[config.mk]
export PLATFORM = sky130hd
export DESIGN_NAME = cycle_decode
export DESIGN_NICKNAME = d
export VERILOG_FILES = /design/src/vector_bus_pkg.sv /design/src/cycle_decode.sv
export VERILOG_INCLUDE_DIRS = /design/src
export SDC_FILE = /design/constraint.sdc
export NUM_CORES = 1
export LEC_CHECK = 0
export BUFFER_PORTS_ARGS = -buffer_cell sky130_fd_sc_hd__buf_4
export CAP_MARGIN = 30
export CELL_PAD_IN_SITES_DETAIL_PLACEMENT = 1
export CELL_PAD_IN_SITES_GLOBAL_PLACEMENT = 1
export CORE_MARGIN = 3
export CORE_UTILIZATION = 30
export CTS_CLUSTER_DIAMETER = 150
export DETAILED_ROUTE_END_ITERATION = 8
export PLACE_DENSITY = 0.8
export SETUP_SLACK_MARGIN = 0.2
export SYNTH_ARGS = -nofsm -noshare
export SYNTH_HDL_FRONTEND = slang
export SYNTH_SLANG_ARGS = --single-unit
[constraint.sdc]
create_clock -name clk_sys -period 3.8 [get_ports clk_sys]
set_input_delay 0.95 -clock clk_sys [delete_from_list [all_inputs] [get_ports clk_sys]]
set_output_delay 0.95 -clock clk_sys [all_outputs]
set_load 0.03 [all_outputs]
[src/vector_bus_params.svh]
// Vector 06C bus path shared definitions
// Widths, RAM page count and the I/O port numbers decoded on the low address byte

`ifndef VECTOR_BUS_PARAMS_SVH
`define VECTOR_BUS_PARAMS_SVH

// ----------------------------------------
// Widths
// ----------------------------------------
`define VB_ADDR_W      16
`define VB_DATA_W      8
`define VB_PAGE_W      3

// Main page plus four e-disk pages
`define VB_RAM_PAGES   5

// ----------------------------------------
// I/O ports
// ----------------------------------------
`define VB_PORT_EDISK  8'h10
`define VB_PORT_JOYP   8'h06
`define VB_PORT_JOYPU  8'h07
`define VB_PORT_JOYA   8'h0E
`define VB_PORT_JOYB   8'h0F

// Base of the 04h/05h control pair
`define VB_PORT_JOYCTL 8'h04

`endif

[src/vector_bus_pkg.sv]
`default_nettype none
// Vector 06C bus path types
// 8080 status word view and the I/O device select

`include "vector_bus_params.svh"

package vector_bus_pkg;

	// ----------------------------------------
	// 8080 status word
	// ----------------------------------------

	// Flag order as put out on the data bus during SYNC
	typedef struct packed {
		logic ram_read;
		logic io_read;
		logic m1;
		logic io_write;
		logic halt_ack;
		logic io_stack;
		logic write_n;
		logic int_ack;
	} status_flags_s;

	// Same byte seen raw or as flags
	typedef union packed {
		logic [`VB_DATA_W-1:0] raw;
		status_flags_s         f;
	} status_word_u;

	// ----------------------------------------
	// I/O select
	// ----------------------------------------

	// Ports of dropped devices decode to io_none
	typedef enum logic [2:0] {
		io_none    = 3'd0,
		io_joy_ctl = 3'd1,
		io_joy_p   = 3'd2,
		io_joy_pu  = 3'd3,
		io_joy_a   = 3'd4,
		io_joy_b   = 3'd5,
		io_edisk   = 3'd6
	} io_sel_e;

endpackage

`default_nettype wire

[src/cycle_decode.sv]
`default_nettype none
`timescale 1ns/1ps
// Bus path stage 1
// Latches the APB request with its 8080 status word, classifies the cycle, decodes the port

`include "vector_bus_params.svh"

module cycle_decode
	import vector_bus_pkg::*;
(
	input  logic                  clk_sys,
	input  logic                  cold_reset,

	input  logic                  psel_i,
	input  logic                  penable_i,
	input  logic                  pwrite_i,
	input  logic [`VB_ADDR_W-1:0] paddr_i,
	input  logic [`VB_DATA_W-1:0] pwdata_i,
	input  logic [`VB_DATA_W-1:0] status_i,

	output logic                  s1_valid_o,
	output logic [`VB_ADDR_W-1:0] s1_addr_o,
	output logic [`VB_DATA_W-1:0] s1_wdata_o,
	output logic                  s1_write_o,
	output status_word_u          s1_status_o,
	output logic                  s1_is_io_o,
	output io_sel_e               s1_io_sel_o
);

	status_word_u req_status;
	logic         setup_phase;
	logic         io_cycle;
	logic         mem_cycle;
	logic         req_is_io;
	logic         req_write;
	io_sel_e      port_sel;

	assign req_status.raw = status_i;

	// One setup cycle per APB transfer
	assign setup_phase = psel_i & ~penable_i;

	// ----------------------------------------
	// Cycle kind
	// ----------------------------------------
	assign io_cycle  = req_status.f.io_read | req_status.f.io_write;
	assign mem_cycle = (req_status.f.ram_read | ~req_status.f.write_n) & ~io_cycle;

	// Interrupt acknowledge and halt go the I/O way and read FFh there
	assign req_is_io = ~mem_cycle | req_status.f.int_ack;

	// Nothing is written on interrupt acknowledge
	assign req_write = pwrite_i & ~req_status.f.int_ack
		& (mem_cycle | req_status.f.io_write);

	// ----------------------------------------
	// Port decode on the low address byte
	// ----------------------------------------
	always_comb begin
		port_sel = io_none;
		if (io_cycle & ~req_status.f.int_ack) begin
			case (paddr_i[7:0])
				`VB_PORT_JOYCTL,
				`VB_PORT_JOYCTL + 8'd1: port_sel = io_joy_ctl;
				`VB_PORT_JOYP:          port_sel = io_joy_p;
				`VB_PORT_JOYPU:         port_sel = io_joy_pu;
				`VB_PORT_JOYA:          port_sel = io_joy_a;
				`VB_PORT_JOYB:          port_sel = io_joy_b;
				`VB_PORT_EDISK:         port_sel = io_edisk;
				default:                port_sel = io_none;
			endcase
		end
	end

	// ----------------------------------------
	// Request latch
	// ----------------------------------------
	always_ff @(posedge clk_sys) begin
		if (cold_reset) begin
			s1_valid_o <= 1'b0;
		end else begin
			s1_valid_o <= setup_phase;
		end
	end

	// Payload held until the next setup
	always_ff @(posedge clk_sys) begin
		if (setup_phase) begin
			s1_addr_o   <= paddr_i;
			s1_wdata_o  <= pwdata_i;
			s1_write_o  <= req_write;
			s1_status_o <= req_status;
			s1_is_io_o  <= req_is_io;
			s1_io_sel_o <= port_sel;
		end
	end

	// Access phase only ever follows a setup cycle
	a_penable_after_setup: assert property (@(posedge clk_sys) disable iff (cold_reset)
		$rose(penable_i) |-> psel_i && $past(psel_i));

endmodule

`default_nettype wire

==> results of run 1 <==
state kept, by name, summed over array words and instances (netlist names):
name and cells:
s1_is_io_o 1, s1_status_o 8, s1_addr_o 16, s1_io_sel_o 3, s1_valid_o 1, s1_write_o 1
s1_wdata_o 8
Yosys cell counts:
library cell  instances
nor2b_1               2
nor4b_2               2
and3b_1               1
a21oi_1               2
o21ai_1               1
inv_1                 1
nand2b_1              1
mux2i_1               1
nor3b_1               1
nor2_1                3
nor4_2                1
nor3_1                2
nand2_1               1
edfxtp_1             37
dfxtp_1               1
stage by stage:
step                cell area, µm²  cells
CTS                           1970    187
finish                        1970    187
global route                  1970    187
detailed placement            1890    179
floorplan                     1260     57
global placement              1890    179
final timing paths:
| path | start | endpoint | slack (ns) | cells past startpoint |
|---|---|---|---|---|
| max | penable_i | s1_addr_o[12] | 1.86 | 2 |
| min | cold_reset | s1_valid_o | 0.83 | 2 |
routing by layer:
metal / global-route usage (%) / up-vias
li1: - / 382
met1: 10.8 / 369
met2: 20.3 / 48
met3: 7.67 / 0
met4: 3.76 / 0
met5: 0 / -
layout make-up:
type                    count  area share (%)
clock buffers               8            4.07
inverters                   1           0.191
well taps                  48            3.06
multi-input cells          18            6.87
repair buffers             74            28.3
flip-flops and latches     38            57.5
logic make-up after synthesis:
logic type	count (synthesis)	share of synthesized area, %
simple gates	14	8.13
compound gates	3	1.19
flops	38	89.6
buf+inv	1	0.297
mux	1	0.793
power by group through the flow:
stage                     clock [mW]  combinational [mW]  sequential [mW]
after floorplan                    0              0.0113            0.562
after global placement             0               0.141            0.506
after detailed placement           0               0.144            0.507
after CTS                      0.263               0.144            0.498
after global routing           0.285               0.150            0.500
final                          0.248               0.141            0.497
==> results.cfg, run 1 <==
[final_layout]
post-route-util_pct = 51.0
final_nets = 175
n_fill_cell = 397
layout_common_cells = 74 x buf_4, 37 x edfxtp_1, 5 x clkbuf_8
final_common_cell = buf_4
regArea_mm2 = 0.00113
antenna_cells = 0
final_layout_size_suffix_gt1_share_pct = 59.7
multi_input_area_um2 = 135
area_delta_synth_final_pct = 55.7

[route]
drtIter0Drc = 53
via_per_inst = 4.27
wl_met3_um = 386
drt_first_pass_iters = 2
routed_wl_um = 2660
wl_met1_um = 815
remaining_drc_errors = 0
num_vias = 799
wl_met2_um = 1460
wl_per_cell_um = 14.2
highest_layer = met3
antenna_left = 0

[sta]
period_needed_ns = 1.94
fin_crit_sh_pct = 51.0
fin_setup_tns_ns = 0
fin_ws_ns = 1.86
relSlewSlack_pct = 34.7
hold_violations = 0
setup_viol = 0
whs_ns = 0.827
rsz0062_at_grt = false
worstMarginPinSlew_ns = 0.978
slew_violations = 0
max_freq_mhz = 516

[worst_setup_path]
crit_buf_inv = 1
cp_data_arrival_time_ns = 1.83
crit_type = input port to flop
crit_slowest_cell = nor2b_4
required_ns = 3.70
startpoint_type = input port
max_stage_delay_ns = 0.75
critical_path.top_delay_family = simple AND/OR/NAND/NOR gates
end_kind = flop
cp_cell_sequence = buf_4 -> nor2b_4
cp_max_fo = 38

[cts]
cts_setup_buffers = 0
cts_resized = 0
cts_tree = yes
cts_buffers = 5
ctsLongestPathBuffers = 2
clockRootBuffer = clkbuf_8
clkSinkCount = 38
path_clk_slew_ns = 0.06
hold_buffers = 0
htree_levels = 2

[grt]
grt_max_degree = 39
grt_first_pass_wirelength_um = 4370
grt_pass1_vias = 900
antenna_found_initial = 0
grt_use_total_pct = 11.6
grt_remaining_overflow = 0

[die]
die_width_um = 70.9
die_area_mm2 = 0.00502
io_pins = 75
initial_core_util_pct = 32.8
core-area_mm2 = 0.00385
rows = 22
die_y_um = 70.9

[yosys]
yosys.area.top_type = edfxtp_1
ys_warn_count = 0
synth_top_area_share_pct = 88.0
ys_types = 15
syn_area_per_cell_um2 = 22.1
ys_seq_area_share_pct = 89.6
syn_area_mm2 = 0.00126
ys_ff_latch = 38
syn_nets = 94
netlist_top_cells_area = edfxtp_1 88%, nor4b_2 2.4%, dfxtp_1 1.6%
synth_cells = 57

[pwr]
seq_power_share_pct = 56.1
p_int_mw = 0.679
clkPwrFrac_pct = 28.0
p_per_area_mw_per_mm2 = 451
p_switching_mw = 0.208
power_mw = 0.887
power.share.combinational_pct = 15.9
leakage_nw = 0.792
ir_drop_mv = 0.192
swShare_pct = 23.4

[min_path]
worstHoldPathType = input port to flop

[placed_design]
hpwl_um = 2170
gp_congestion = 0.699
io_buffers = 74
place_ws_ns = 1.54

[run]
maxCapViolCount = 0

[run_status]
status = finished, final reports clean
No activity file was read; power rests on OpenSTA's default activity.
==> run 2: changes to the inputs <==
clock period = 1.9 ns   (was 3.8 ns; I/O delays follow)
==> run 2 against run 1 <==
  * Cell count grew 0.53%
  * Clock power rose to 2.8 times the previous value
  * Sequential share of layout area decreased by 1.6 points
  * Largest power group unchanged
  * Critical endpoint is now s1_addr_o[14]
  * Wire length rose by 6.3%
  * Via count grew 1.3%
  * Flip-flop and latch count unchanged
  * Die area did not move
  * Largest cell class unchanged
  * Combinational power rose by 100%
==> results.cfg, run 2 (synthesis gave the netlist of run 1 again) <==
[run_status]
status = finished, final reports clean

[die]
die_area_mm2 = 0.00502
rows = 22
die_width_um = 70.9
initial_core_util_pct = 32.8
io_pins = 75
die_y_um = 70.9
core-area_mm2 = 0.00385

[worst_setup_path]
startpoint_type = flop
critical_path.top_delay_family = flip-flops
crit_start = s1_addr_o[14]
max_stage_delay_ns = 0.38
crit_type = flop to output port
required_ns = 1.42
end_kind = output port
crit_slowest_cell = edfxtp_1
cp_data_arrival_time_ns = 0.84
cp_max_fo = 1
cp_cell_sequence = buf_4
crit_buf_inv = 1

[final_layout]
post-route-util_pct = 52.5
final_nets = 176
layout_common_cells = 74 x buf_4, 37 x edfxtp_1, 6 x clkbuf_8
antenna_cells = 0
largest_reg_flops = 16
max_flop_register = s1_addr_o
top_regs = s1_addr_o: 16 flops, s1_status_o: 8 flops, s1_wdata_o: 8 flops
final_common_cell = buf_4
area_delta_synth_final_pct = 60.2
final_layout_size_suffix_gt1_share_pct = 61.4

[grt]
grt_first_pass_wirelength_um = 4260
grt_use_total_pct = 11.5
grt_pass1_vias = 878
grt_remaining_overflow = 0
grt_max_degree = 39
antenna_found_initial = 0

[sta]
setup_viol = 0
hold_violations = 0
whs_ns = 0.366
fin_crit_sh_pct = 69.4
relSlewSlack_pct = 82.8
max_freq_mhz = 759
period_needed_ns = 1.32
fin_setup_tns_ns = 0
slew_violations = 0
rsz0062_at_grt = false
worstMarginPinSlew_ns = 0.257

[run]
maxCapViolCount = 0

[route]
remaining_drc_errors = 0
wl_per_cell_um = 15.0
drt_first_pass_iters = 4
via_per_inst = 4.30
num_vias = 809
antenna_left = 0
drtIter0Drc = 62
routed_wl_um = 2820

[cts]
ctsLongestPathBuffers = 2
cts_setup_buffers = 0
path_clk_slew_ns = 0.07
clkSinkCount = 38
htree_levels = 2
clockRootBuffer = clkbuf_8
hold_buffers = 0
cts_resized = 0
cts_buffers = 5
cts_tree = yes

[pwr]
ir_drop_mv = 0.410
p_int_mw = 1.53
swShare_pct = 22.2
p_switching_mw = 0.436
power_mw = 1.96
leakage_nw = 0.820
seq_power_share_pct = 50.6
clkPwrFrac_pct = 34.7
p_per_area_mw_per_mm2 = 972
power.share.combinational_pct = 14.7

[min_path]
worstHoldStart = pwdata_i[6]
worstHoldPathType = input port to flop

[placed_design]
hpwl_um = 2270
io_buffers = 74
gp_congestion = 0.705
## run 2: changes by cell type in the layout (fill, tap and decap cells not counted)
| cell | before | now |
|---|---|---|
| buf_12 | 0 | 1 |
| clkbuf_8 | 5 | 6 |
| clkbuf_1 | 3 | 1 |
| bufinv_16 | 0 | 1 |
## run 2: per-stage QoR
| step | instances | instance area (µm²) | setup slack, ns |
|---|---|---|---|
| final | 188 | 2020 | 0.582 |
| after detailed placement | 180 | 1910 | 0.501 |
| after floorplan | 57 | 1270 | 0.418 |
| after global placement | 180 | 1910 | 0.543 |
| after global routing | 188 | 2020 | 0.536 |
| after CTS | 188 | 2020 | 0.558 |
## run 2: final timing paths
path	to	slack [ns]	cells after the start
max	s1_addr_o[14]	0.58	1
min	s1_wdata_o[6]	0.37	1
## run 2: area by class of cell
class	count	area [µm²]
Clock buffer	7	86.3
Clock inverter	1	30.0
Fill cell	396	1830
Inverter	1	3.75
Multi-Input combinational cell	18	135
Sequential cell	38	1130
Tap cell	48	60.1
Timing Repair Buffer	75	576
## run 2: routing by layer
metal	up-vias	share of wire [%]	track usage, %
met5	-	0	0
met4	0	0.39	3.76
met3	2	8.4	6.11
met2	44	56	20.4
met1	378	35	11.4
li1	385	-	-
## run 2: power groups by stage
stage / registers (mW) / logic (mW) / clock network [mW]
after floorplan: 1.12 / 0.0238 / 0
after global placement: 1.01 / 0.287 / 0
after detailed placement: 1.01 / 0.293 / 0
after CTS: 0.996 / 0.294 / 0.701
after global routing: 1.00 / 0.303 / 0.742
final: 0.994 / 0.289 / 0.682
