### src/vector_bus_params.svh
// Vector 06C bus path shared definitions
// Widths, RAM page count and the I/O port numbers decoded on the low address byte

`ifndef VECTOR_BUS_PARAMS_SVH
`define VECTOR_BUS_PARAMS_SVH

// ----------------------------------------
// Widths
// ----------------------------------------
`define VB_ADDR_W      16
`define VB_DATA_W      8
`define VB_PAGE_W      3

// Main page plus four e-disk pages
`define VB_RAM_PAGES   5

// ----------------------------------------
// I/O ports
// ----------------------------------------
`define VB_PORT_EDISK  8'h10
`define VB_PORT_JOYP   8'h06
`define VB_PORT_JOYPU  8'h07
`define VB_PORT_JOYA   8'h0E
`define VB_PORT_JOYB   8'h0F

// Base of the 04h/05h control pair
`define VB_PORT_JOYCTL 8'h04

`endif

### src/vector_bus_pkg.sv
`default_nettype none
// Vector 06C bus path types
// 8080 status word view and the I/O device select

`include "vector_bus_params.svh"

package vector_bus_pkg;

	// ----------------------------------------
	// 8080 status word
	// ----------------------------------------

	// Flag order as put out on the data bus during SYNC
	typedef struct packed {
		logic ram_read;
		logic io_read;
		logic m1;
		logic io_write;
		logic halt_ack;
		logic io_stack;
		logic write_n;
		logic int_ack;
	} status_flags_s;

	// Same byte seen raw or as flags
	typedef union packed {
		logic [`VB_DATA_W-1:0] raw;
		status_flags_s         f;
	} status_word_u;

	// ----------------------------------------
	// I/O select
	// ----------------------------------------

	// Ports of dropped devices decode to io_none
	typedef enum logic [2:0] {
		io_none    = 3'd0,
		io_joy_ctl = 3'd1,
		io_joy_p   = 3'd2,
		io_joy_pu  = 3'd3,
		io_joy_a   = 3'd4,
		io_joy_b   = 3'd5,
		io_edisk   = 3'd6
	} io_sel_e;

endpackage

`default_nettype wire

### src/edisk_mapper.sv
`default_nettype none
`timescale 1ns/1ps
// Bus path stage 2
// Quasi-disk register and mapping of the CPU address onto a RAM page

`include "vector_bus_params.svh"

module edisk_mapper
	import vector_bus_pkg::*;
(
	input  logic                  clk_sys,
	input  logic                  cold_reset,

	input  logic                  s1_valid_i,
	input  logic [`VB_ADDR_W-1:0] s1_addr_i,
	input  logic [`VB_DATA_W-1:0] s1_wdata_i,
	input  logic                  s1_write_i,
	input  status_word_u          s1_status_i,
	input  logic                  s1_is_io_i,
	input  io_sel_e               s1_io_sel_i,

	output logic                  s2_valid_o,
	output logic [`VB_ADDR_W-1:0] s2_addr_o,
	output logic [`VB_DATA_W-1:0] s2_wdata_o,
	output logic                  s2_write_o,
	output logic                  s2_is_io_o,
	output io_sel_e               s2_io_sel_o,
	output logic [`VB_PAGE_W-1:0] s2_page_o
);

	logic [`VB_DATA_W-1:0] ed_reg;
	logic                  ed_win;
	logic                  ed_ram;
	logic                  ed_stack;
	logic                  mem_cycle;

	// ----------------------------------------
	// E-disk control register
	// ----------------------------------------
	// 7 E000-FFFF window, 6 8000-9FFF window, 5 window enable,
	// 4 stack enable, 3:2 stack page, 1:0 window page
	always_ff @(posedge clk_sys) begin
		if (cold_reset) begin
			ed_reg <= '0;
		end else if (s1_valid_i & s1_write_i & s1_is_io_i & (s1_io_sel_i == io_edisk)) begin
			ed_reg <= s1_wdata_i;
		end
	end

	// ----------------------------------------
	// Page select
	// ----------------------------------------
	assign mem_cycle = ~s1_is_io_i;

	// A000-DFFF always, the other two quarters on request
	assign ed_win = s1_addr_i[15] & ((s1_addr_i[14] ^ s1_addr_i[13])
		| (ed_reg[7] & s1_addr_i[14] & s1_addr_i[13])
		| (ed_reg[6] & ~s1_addr_i[14] & ~s1_addr_i[13]));

	assign ed_ram   = ed_reg[5] & ed_win & mem_cycle;
	assign ed_stack = ed_reg[4] & s1_status_i.f.io_stack & mem_cycle;

	// Stack mapping wins over the window
	always_comb begin
		if (ed_stack) begin
			s2_page_o = {1'b0, ed_reg[3:2]} + 3'd1;
		end else if (ed_ram) begin
			s2_page_o = {1'b0, ed_reg[1:0]} + 3'd1;
		end else begin
			s2_page_o = '0;
		end
	end

	// Page is ready within the first access cycle so the RAM
	// can complete with a single wait state
	assign s2_valid_o  = s1_valid_i;
	assign s2_addr_o   = s1_addr_i;
	assign s2_wdata_o  = s1_wdata_i;
	assign s2_write_o  = s1_write_i;
	assign s2_is_io_o  = s1_is_io_i;
	assign s2_io_sel_o = s1_io_sel_i;

endmodule

`default_nettype wire

### config.mk
export PLATFORM = sky130hd
export DESIGN_NAME = edisk_mapper
export DESIGN_NICKNAME = d
export VERILOG_FILES = /design/src/vector_bus_pkg.sv /design/src/edisk_mapper.sv
export VERILOG_INCLUDE_DIRS = /design/src
export SDC_FILE = /design/constraint.sdc
export NUM_CORES = 1
export LEC_CHECK = 0
export BUFFER_PORTS_ARGS = -buffer_cell sky130_fd_sc_hd__buf_4
export CAP_MARGIN = 20
export CORE_MARGIN = 1.5
export CORE_UTILIZATION = 36
export CTS_CLUSTER_DIAMETER = 50
export DETAILED_ROUTE_END_ITERATION = 7
export HOLD_SLACK_MARGIN = 0.06
export PLACE_DENSITY_LB_ADDON = 0.08
export SLEW_MARGIN = 10
export SYNTH_ARGS = -nofsm -noshare
export SYNTH_HDL_FRONTEND = slang
export SYNTH_SLANG_ARGS = --single-unit
### constraint.sdc
create_clock -name clk_sys -period 1.6 [get_ports clk_sys]
set_clock_uncertainty 0.05 [all_clocks]
set_input_delay 0.32 -clock clk_sys [delete_from_list [all_inputs] [get_ports clk_sys]]
set_output_delay 0.32 -clock clk_sys [all_outputs]
set_load 0.02 [all_outputs]
==> report_table.html <==
<table>
<tr><th>Metric</th><th>Value</th></tr>
<tr><th colspan="2">Logic synthesis</th></tr>
<tr><td>Syn Area/Cell</td><td>9.112 um2</td></tr>
<tr><td>Compound-gate portion of the synthesized area</td><td>21.16%</td></tr>
<tr><td>Post-Synth XOR/XNOR Area</td><td>0%</td></tr>
<tr><td>Total standard cell area after synthesis</td><td>774.5 um2</td></tr>
<tr><td>Top flip-flop cell by instance count after synthesis</td><td>sky130_fd_sc_hd__dfxtp_1</td></tr>
<tr><td>Count of flip-flops with a built-in enable after synthesis</td><td>0</td></tr>
<tr><td>Most used standard cell by instance count after synthesis</td><td>sky130_fd_sc_hd__buf_4</td></tr>
<tr><td>Post-synth top cells</td><td>sky130_fd_sc_hd__buf_4, sky130_fd_sc_hd__a21oi_2, sky130_fd_sc_hd__dfxtp_1, sky130_fd_sc_hd__nand3_2, sky130_fd_sc_hd__o21ai_0</td></tr>
<tr><td>Yosys warns</td><td>0</td></tr>
<tr><td>Sequential element share of the synthesized area</td><td>20.68%</td></tr>
<tr><td>Yosys cell types</td><td>21</td></tr>
<tr><td>Post-Syn Nets</td><td>127</td></tr>
<tr><td>Gate Count Post-Synth</td><td>85</td></tr>
<tr><td>Fraction of synthesized area in multiplexers</td><td>0%</td></tr>
<tr><td>Ys async rst share</td><td>0%</td></tr>
<tr><td>Synthesized flop and latch total</td><td>8</td></tr>
<tr><td>Combinational family with the most area after synthesis</td><td>buffers and inverters</td></tr>
<tr><td>Simple logic cell fraction of the synthesized area</td><td>22.46%</td></tr>
<tr><td>Synth Area in Adders</td><td>3.231%</td></tr>
<tr><td>Largest cells by area after synthesis</td><td>sky130_fd_sc_hd__buf_4, sky130_fd_sc_hd__dfxtp_1, sky130_fd_sc_hd__nand3_2, sky130_fd_sc_hd__a21oi_2, sky130_fd_sc_hd__o21ai_0</td></tr>
<tr><td>Share of Yosys cell area claimed by the top area cell type</td><td>29.08%</td></tr>
<tr><td>Leading area contributor after synthesis</td><td>sky130_fd_sc_hd__buf_4</td></tr>
<tr><th colspan="2">Power and ir drop</th></tr>
<tr><td>Part of the power in the clock network</td><td>29.6%</td></tr>
<tr><td>Net switching fraction of the power</td><td>27.61%</td></tr>
<tr><td>Comb power frac</td><td>29.4%</td></tr>
<tr><td>Cell Int Power</td><td>0.0003565 W</td></tr>
<tr><td>Leakage Power</td><td>0.3692 nW</td></tr>
<tr><td>Peak VDD IR</td><td>0.2318 mV</td></tr>
<tr><td>Sequential share of power</td><td>41.0%</td></tr>
<tr><td>Cell area power density</td><td>546.0 nW/um2</td></tr>
<tr><td>Overall Power</td><td>0.0004925 W</td></tr>
<tr><td>NetSw</td><td>0.0001360 W</td></tr>
<tr><th colspan="2">Finish</th></tr>
<tr><td>Final cell utilization of the core</td><td>45.06%</td></tr>
<tr><td>Area Growth Syn to Fin</td><td>16.48%</td></tr>
<tr><td>Flip-flop count of the largest register after layout</td><td>8</td></tr>
<tr><td>Layout cells sized above 1</td><td>68.75%</td></tr>
<tr><td>Post-layout nets</td><td>140</td></tr>
<tr><td>Count of inserted antenna diode cells</td><td>0</td></tr>
<tr><td>Number of standard cells in the layout, taps in and fillers out</td><td>123</td></tr>
<tr><th colspan="2">Routing</th></tr>
<tr><td>Number of nets with antenna violations after routing</td><td>0</td></tr>
<tr><td>Iter 0 DRT Violations</td><td>14</td></tr>
<tr><td>Total via count in the routed design</td><td>589</td></tr>
<tr><td>DR pass1 iterations</td><td>4</td></tr>
<tr><td>Vias per std cell</td><td>4.789</td></tr>
<tr><td>Sum of routed wire length over all layers</td><td>1378 um</td></tr>
<tr><td>Residual DRC count</td><td>0</td></tr>
<tr><td>Average routed wire per standard cell</td><td>11.20 um</td></tr>
<tr><th colspan="2">Setup path</th></tr>
<tr><td>Kind of cell adding the most delay to the critical path</td><td>flip-flops</td></tr>
<tr><td>Arrival time at the worst endpoint</td><td>1.43 ns</td></tr>
<tr><td>Cell with the largest stage delay on the worst path</td><td>sky130_fd_sc_hd__dfxtp_1</td></tr>
<tr><td>Type of origin of the critical path</td><td>register</td></tr>
<tr><td>WP data required</td><td>1.23 ns</td></tr>
<tr><td>Number of buffer and inverter instances along the worst setup path</td><td>1</td></tr>
<tr><td>Peak fanout along the critical path</td><td>2</td></tr>
<tr><td>Worst Path Class, Setup</td><td>register to output port</td></tr>
<tr><td>Cells along the critical path</td><td>ha_1 &gt; and2b_1 &gt; nand4_1 &gt; a2bb2o_4 &gt; buf_6</td></tr>
<tr><td>Delay of the slowest cell on the worst path</td><td>0.31 ns</td></tr>
<tr><td>Endpoint class of the critical path</td><td>output port</td></tr>
<tr><th colspan="2">STA</th></tr>
<tr><td>Setup violation total in the final timing report</td><td>3</td></tr>
<tr><td>Fin. Hold Viols</td><td>0</td></tr>
<tr><td>Relative slew slack</td><td>70.62%</td></tr>
<tr><td>Actual slew at the worst max-slew pin</td><td>0.4407 ns</td></tr>
<tr><td>Max-slew violations</td><td>0</td></tr>
<tr><td>Maximum operating frequency</td><td>0.5566 GHz</td></tr>
<tr><td>Final-layout worst hold slack</td><td>0.2693 ns</td></tr>
<tr><td>Minimum clock period</td><td>1.797 ns</td></tr>
<tr><td>RSZ-0062 raised after global routing</td><td>true</td></tr>
<tr><td>Final worst slack</td><td>-0.1966 ns</td></tr>
<tr><td>Crit share post-route</td><td>112.3%</td></tr>
<tr><th colspan="2">Die</th></tr>
<tr><td>Io pins</td><td>73</td></tr>
<tr><td>Starting Density</td><td>38.69%</td></tr>
<tr><td>Core Footprint</td><td>2002 um2</td></tr>
<tr><td>Die Footprint</td><td>2438 um2</td></tr>
<tr><td>DIE WIDTH</td><td>49.38 um</td></tr>
<tr><td>Vertical die dimension</td><td>49.38 um</td></tr>
<tr><td>Number of standard-cell rows in the floorplan</td><td>16</td></tr>
<tr><th colspan="2">Global routing</th></tr>
<tr><td>Global router's overall resource usage</td><td>11.02%</td></tr>
<tr><td>First-pass GRT wire length</td><td>2104 um</td></tr>
<tr><td>Largest net degree at the start of global routing</td><td>9</td></tr>
<tr><td>GR Overflow Total</td><td>0</td></tr>
<tr><td>Antenna violations before repair</td><td>0</td></tr>
<tr><td>Number of global-route vias before repair</td><td>496</td></tr>
<tr><th colspan="2">Outcome</th></tr>
<tr><td>Failing checks</td><td>setup timing</td></tr>
<tr><td>Outcome</td><td>finished with violations</td></tr>
<tr><th colspan="2">Placement</th></tr>
<tr><td>Placer's final routability congestion estimate</td><td>0.6482</td></tr>
<tr><td>Total instance count after detailed placement</td><td>119</td></tr>
<tr><td>IO buf count</td><td>39</td></tr>
<tr><td>Post-DP HPWL</td><td>1165 um</td></tr>
<tr><th colspan="2">Clock tree</th></tr>
<tr><td>H-tree depth reported by CTS</td><td>1</td></tr>
<tr><td>Hold bufs inserted after CTS</td><td>0</td></tr>
<tr><td>Bufs on Longest Clock Path</td><td>2</td></tr>
<tr><td>Number of buffers inserted during clock tree synthesis</td><td>3</td></tr>
<tr><td>Clk_lat worst skew</td><td>0.24 ns</td></tr>
<tr><td>Post-CTS clock slew at the launch and capture registers of the worst setup and hold paths</td><td>0.05 ns</td></tr>
<tr><td>Number of clock sinks</td><td>8</td></tr>
<tr><td>CTS tree</td><td>done</td></tr>
<tr><td>Root buf cell</td><td>sky130_fd_sc_hd__clkbuf_4</td></tr>
<tr><th colspan="2">Flow run</th></tr>
<tr><td>Max-Cap Viols</td><td>0</td></tr>
<tr><th colspan="2">Worst hold path</th></tr>
<tr><td>Class of the worst hold path</td><td>primary input to register</td></tr>
</table>
cells in the final DEF (no fill, tap or decap):
master,count
sky130_fd_sc_hd__and4bb_2,1
sky130_fd_sc_hd__nand4_1,2
sky130_fd_sc_hd__and2b_1,2
sky130_fd_sc_hd__clkbuf_4,3
sky130_fd_sc_hd__and4_1,1
sky130_fd_sc_hd__buf_6,2
sky130_fd_sc_hd__a2bb2o_4,1
sky130_fd_sc_hd__nand3_2,8
sky130_fd_sc_hd__or3_4,1
sky130_fd_sc_hd__nand2_1,4
sky130_fd_sc_hd__nor2b_1,1
sky130_fd_sc_hd__ha_1,2
sky130_fd_sc_hd__nor2_1,1
sky130_fd_sc_hd__o32ai_1,1
sky130_fd_sc_hd__o21ai_0,8
sky130_fd_sc_hd__a21oi_2,8
sky130_fd_sc_hd__dfxtp_1,7
sky130_fd_sc_hd__nand4b_1,1
sky130_fd_sc_hd__o21ai_4,1
sky130_fd_sc_hd__o2bb2ai_2,1
sky130_fd_sc_hd__buf_4,39
sky130_fd_sc_hd__dfxtp_2,1
layer usage:
metal | routed length (um) | up-vias | track usage (%) | share of wire (%)
li1 | - | 294 | - | -
met1 | 595 | 258 | 13.32 | 43
met2 | 676 | 37 | 18.24 | 49
met3 | 106 | 0 | 0 | 7.7
met4 | 0 | 0 | 9.259 | 0
met5 | 0 | - | 0 | 0
cell type report:
cell class / instances / area (um2)
Timing Repair Buffer: 41 / 315.3
Multi-Input combinational cell: 44 / 369.1
Clock buffer: 3 / 22.52
Sequential cell: 8 / 161.4
Fill cell: 212 / 1100
Tap cell: 27 / 33.78
worst register-to-register path: stages (launching register included):
cell and delay, ns:
sky130_fd_sc_hd__dfxtp_2 0.31, sky130_fd_sc_hd__buf_4 0.12, sky130_fd_sc_hd__o21ai_0 0.08, sky130_fd_sc_hd__a21oi_2 0.07
cells by family after synthesis:
logic type	count (synthesis)
adders and majority gates	2
AOI/OAI and AO/OA	20
buffers and inverters	33
and+or+nand+nor	22
DFF	8
power by group through the flow:
stage               Combinational [W]  Clock (W)  Sequential, W
finish                       0.000145   0.000146       0.000202
CTS                          0.000147   0.000153       0.000202
detailed placement           0.000146          0       0.000206
global placement             0.000144          0       0.000206
floorplan                    0.000143          0       0.000206
global route                 0.000154   0.000159       0.000202
repair_timing:
item / in CTS / in global routing
endpoints found under the setup margin: 3 / 3
resized for setup: 3 / 1
buffers inserted: 1 / 0
pin swaps: 1 / 3
through the flow:
stage          TNS [ns]  instance area [um2]  worst slack, ns
2_1_floorplan         0                774.5           0.1885
3_3_place_gp   -0.02393                857.1         -0.02393
3_5_place_dp   -0.03387                857.1         -0.03387
4_1_cts         -0.3409                898.4          -0.2170
5_1_grt         -0.4555                902.1          -0.2336
6_report        -0.2911                902.1          -0.1966
worst paths after layout:
path / startpoint / endpoint / slack [ns] / depth (start not counted)
setup / recovery: ed_reg[1] / s2_page_o[1] / -0.20 / 5
hold reg to reg: ed_reg[3] / ed_reg[3] / 0.45 / 2
setup reg to reg: ed_reg[0] / ed_reg[0] / 0.85 / 3
hold / removal: cold_reset / ed_reg[0] / 0.27 / 2
(Power assumes the default switching activity.)
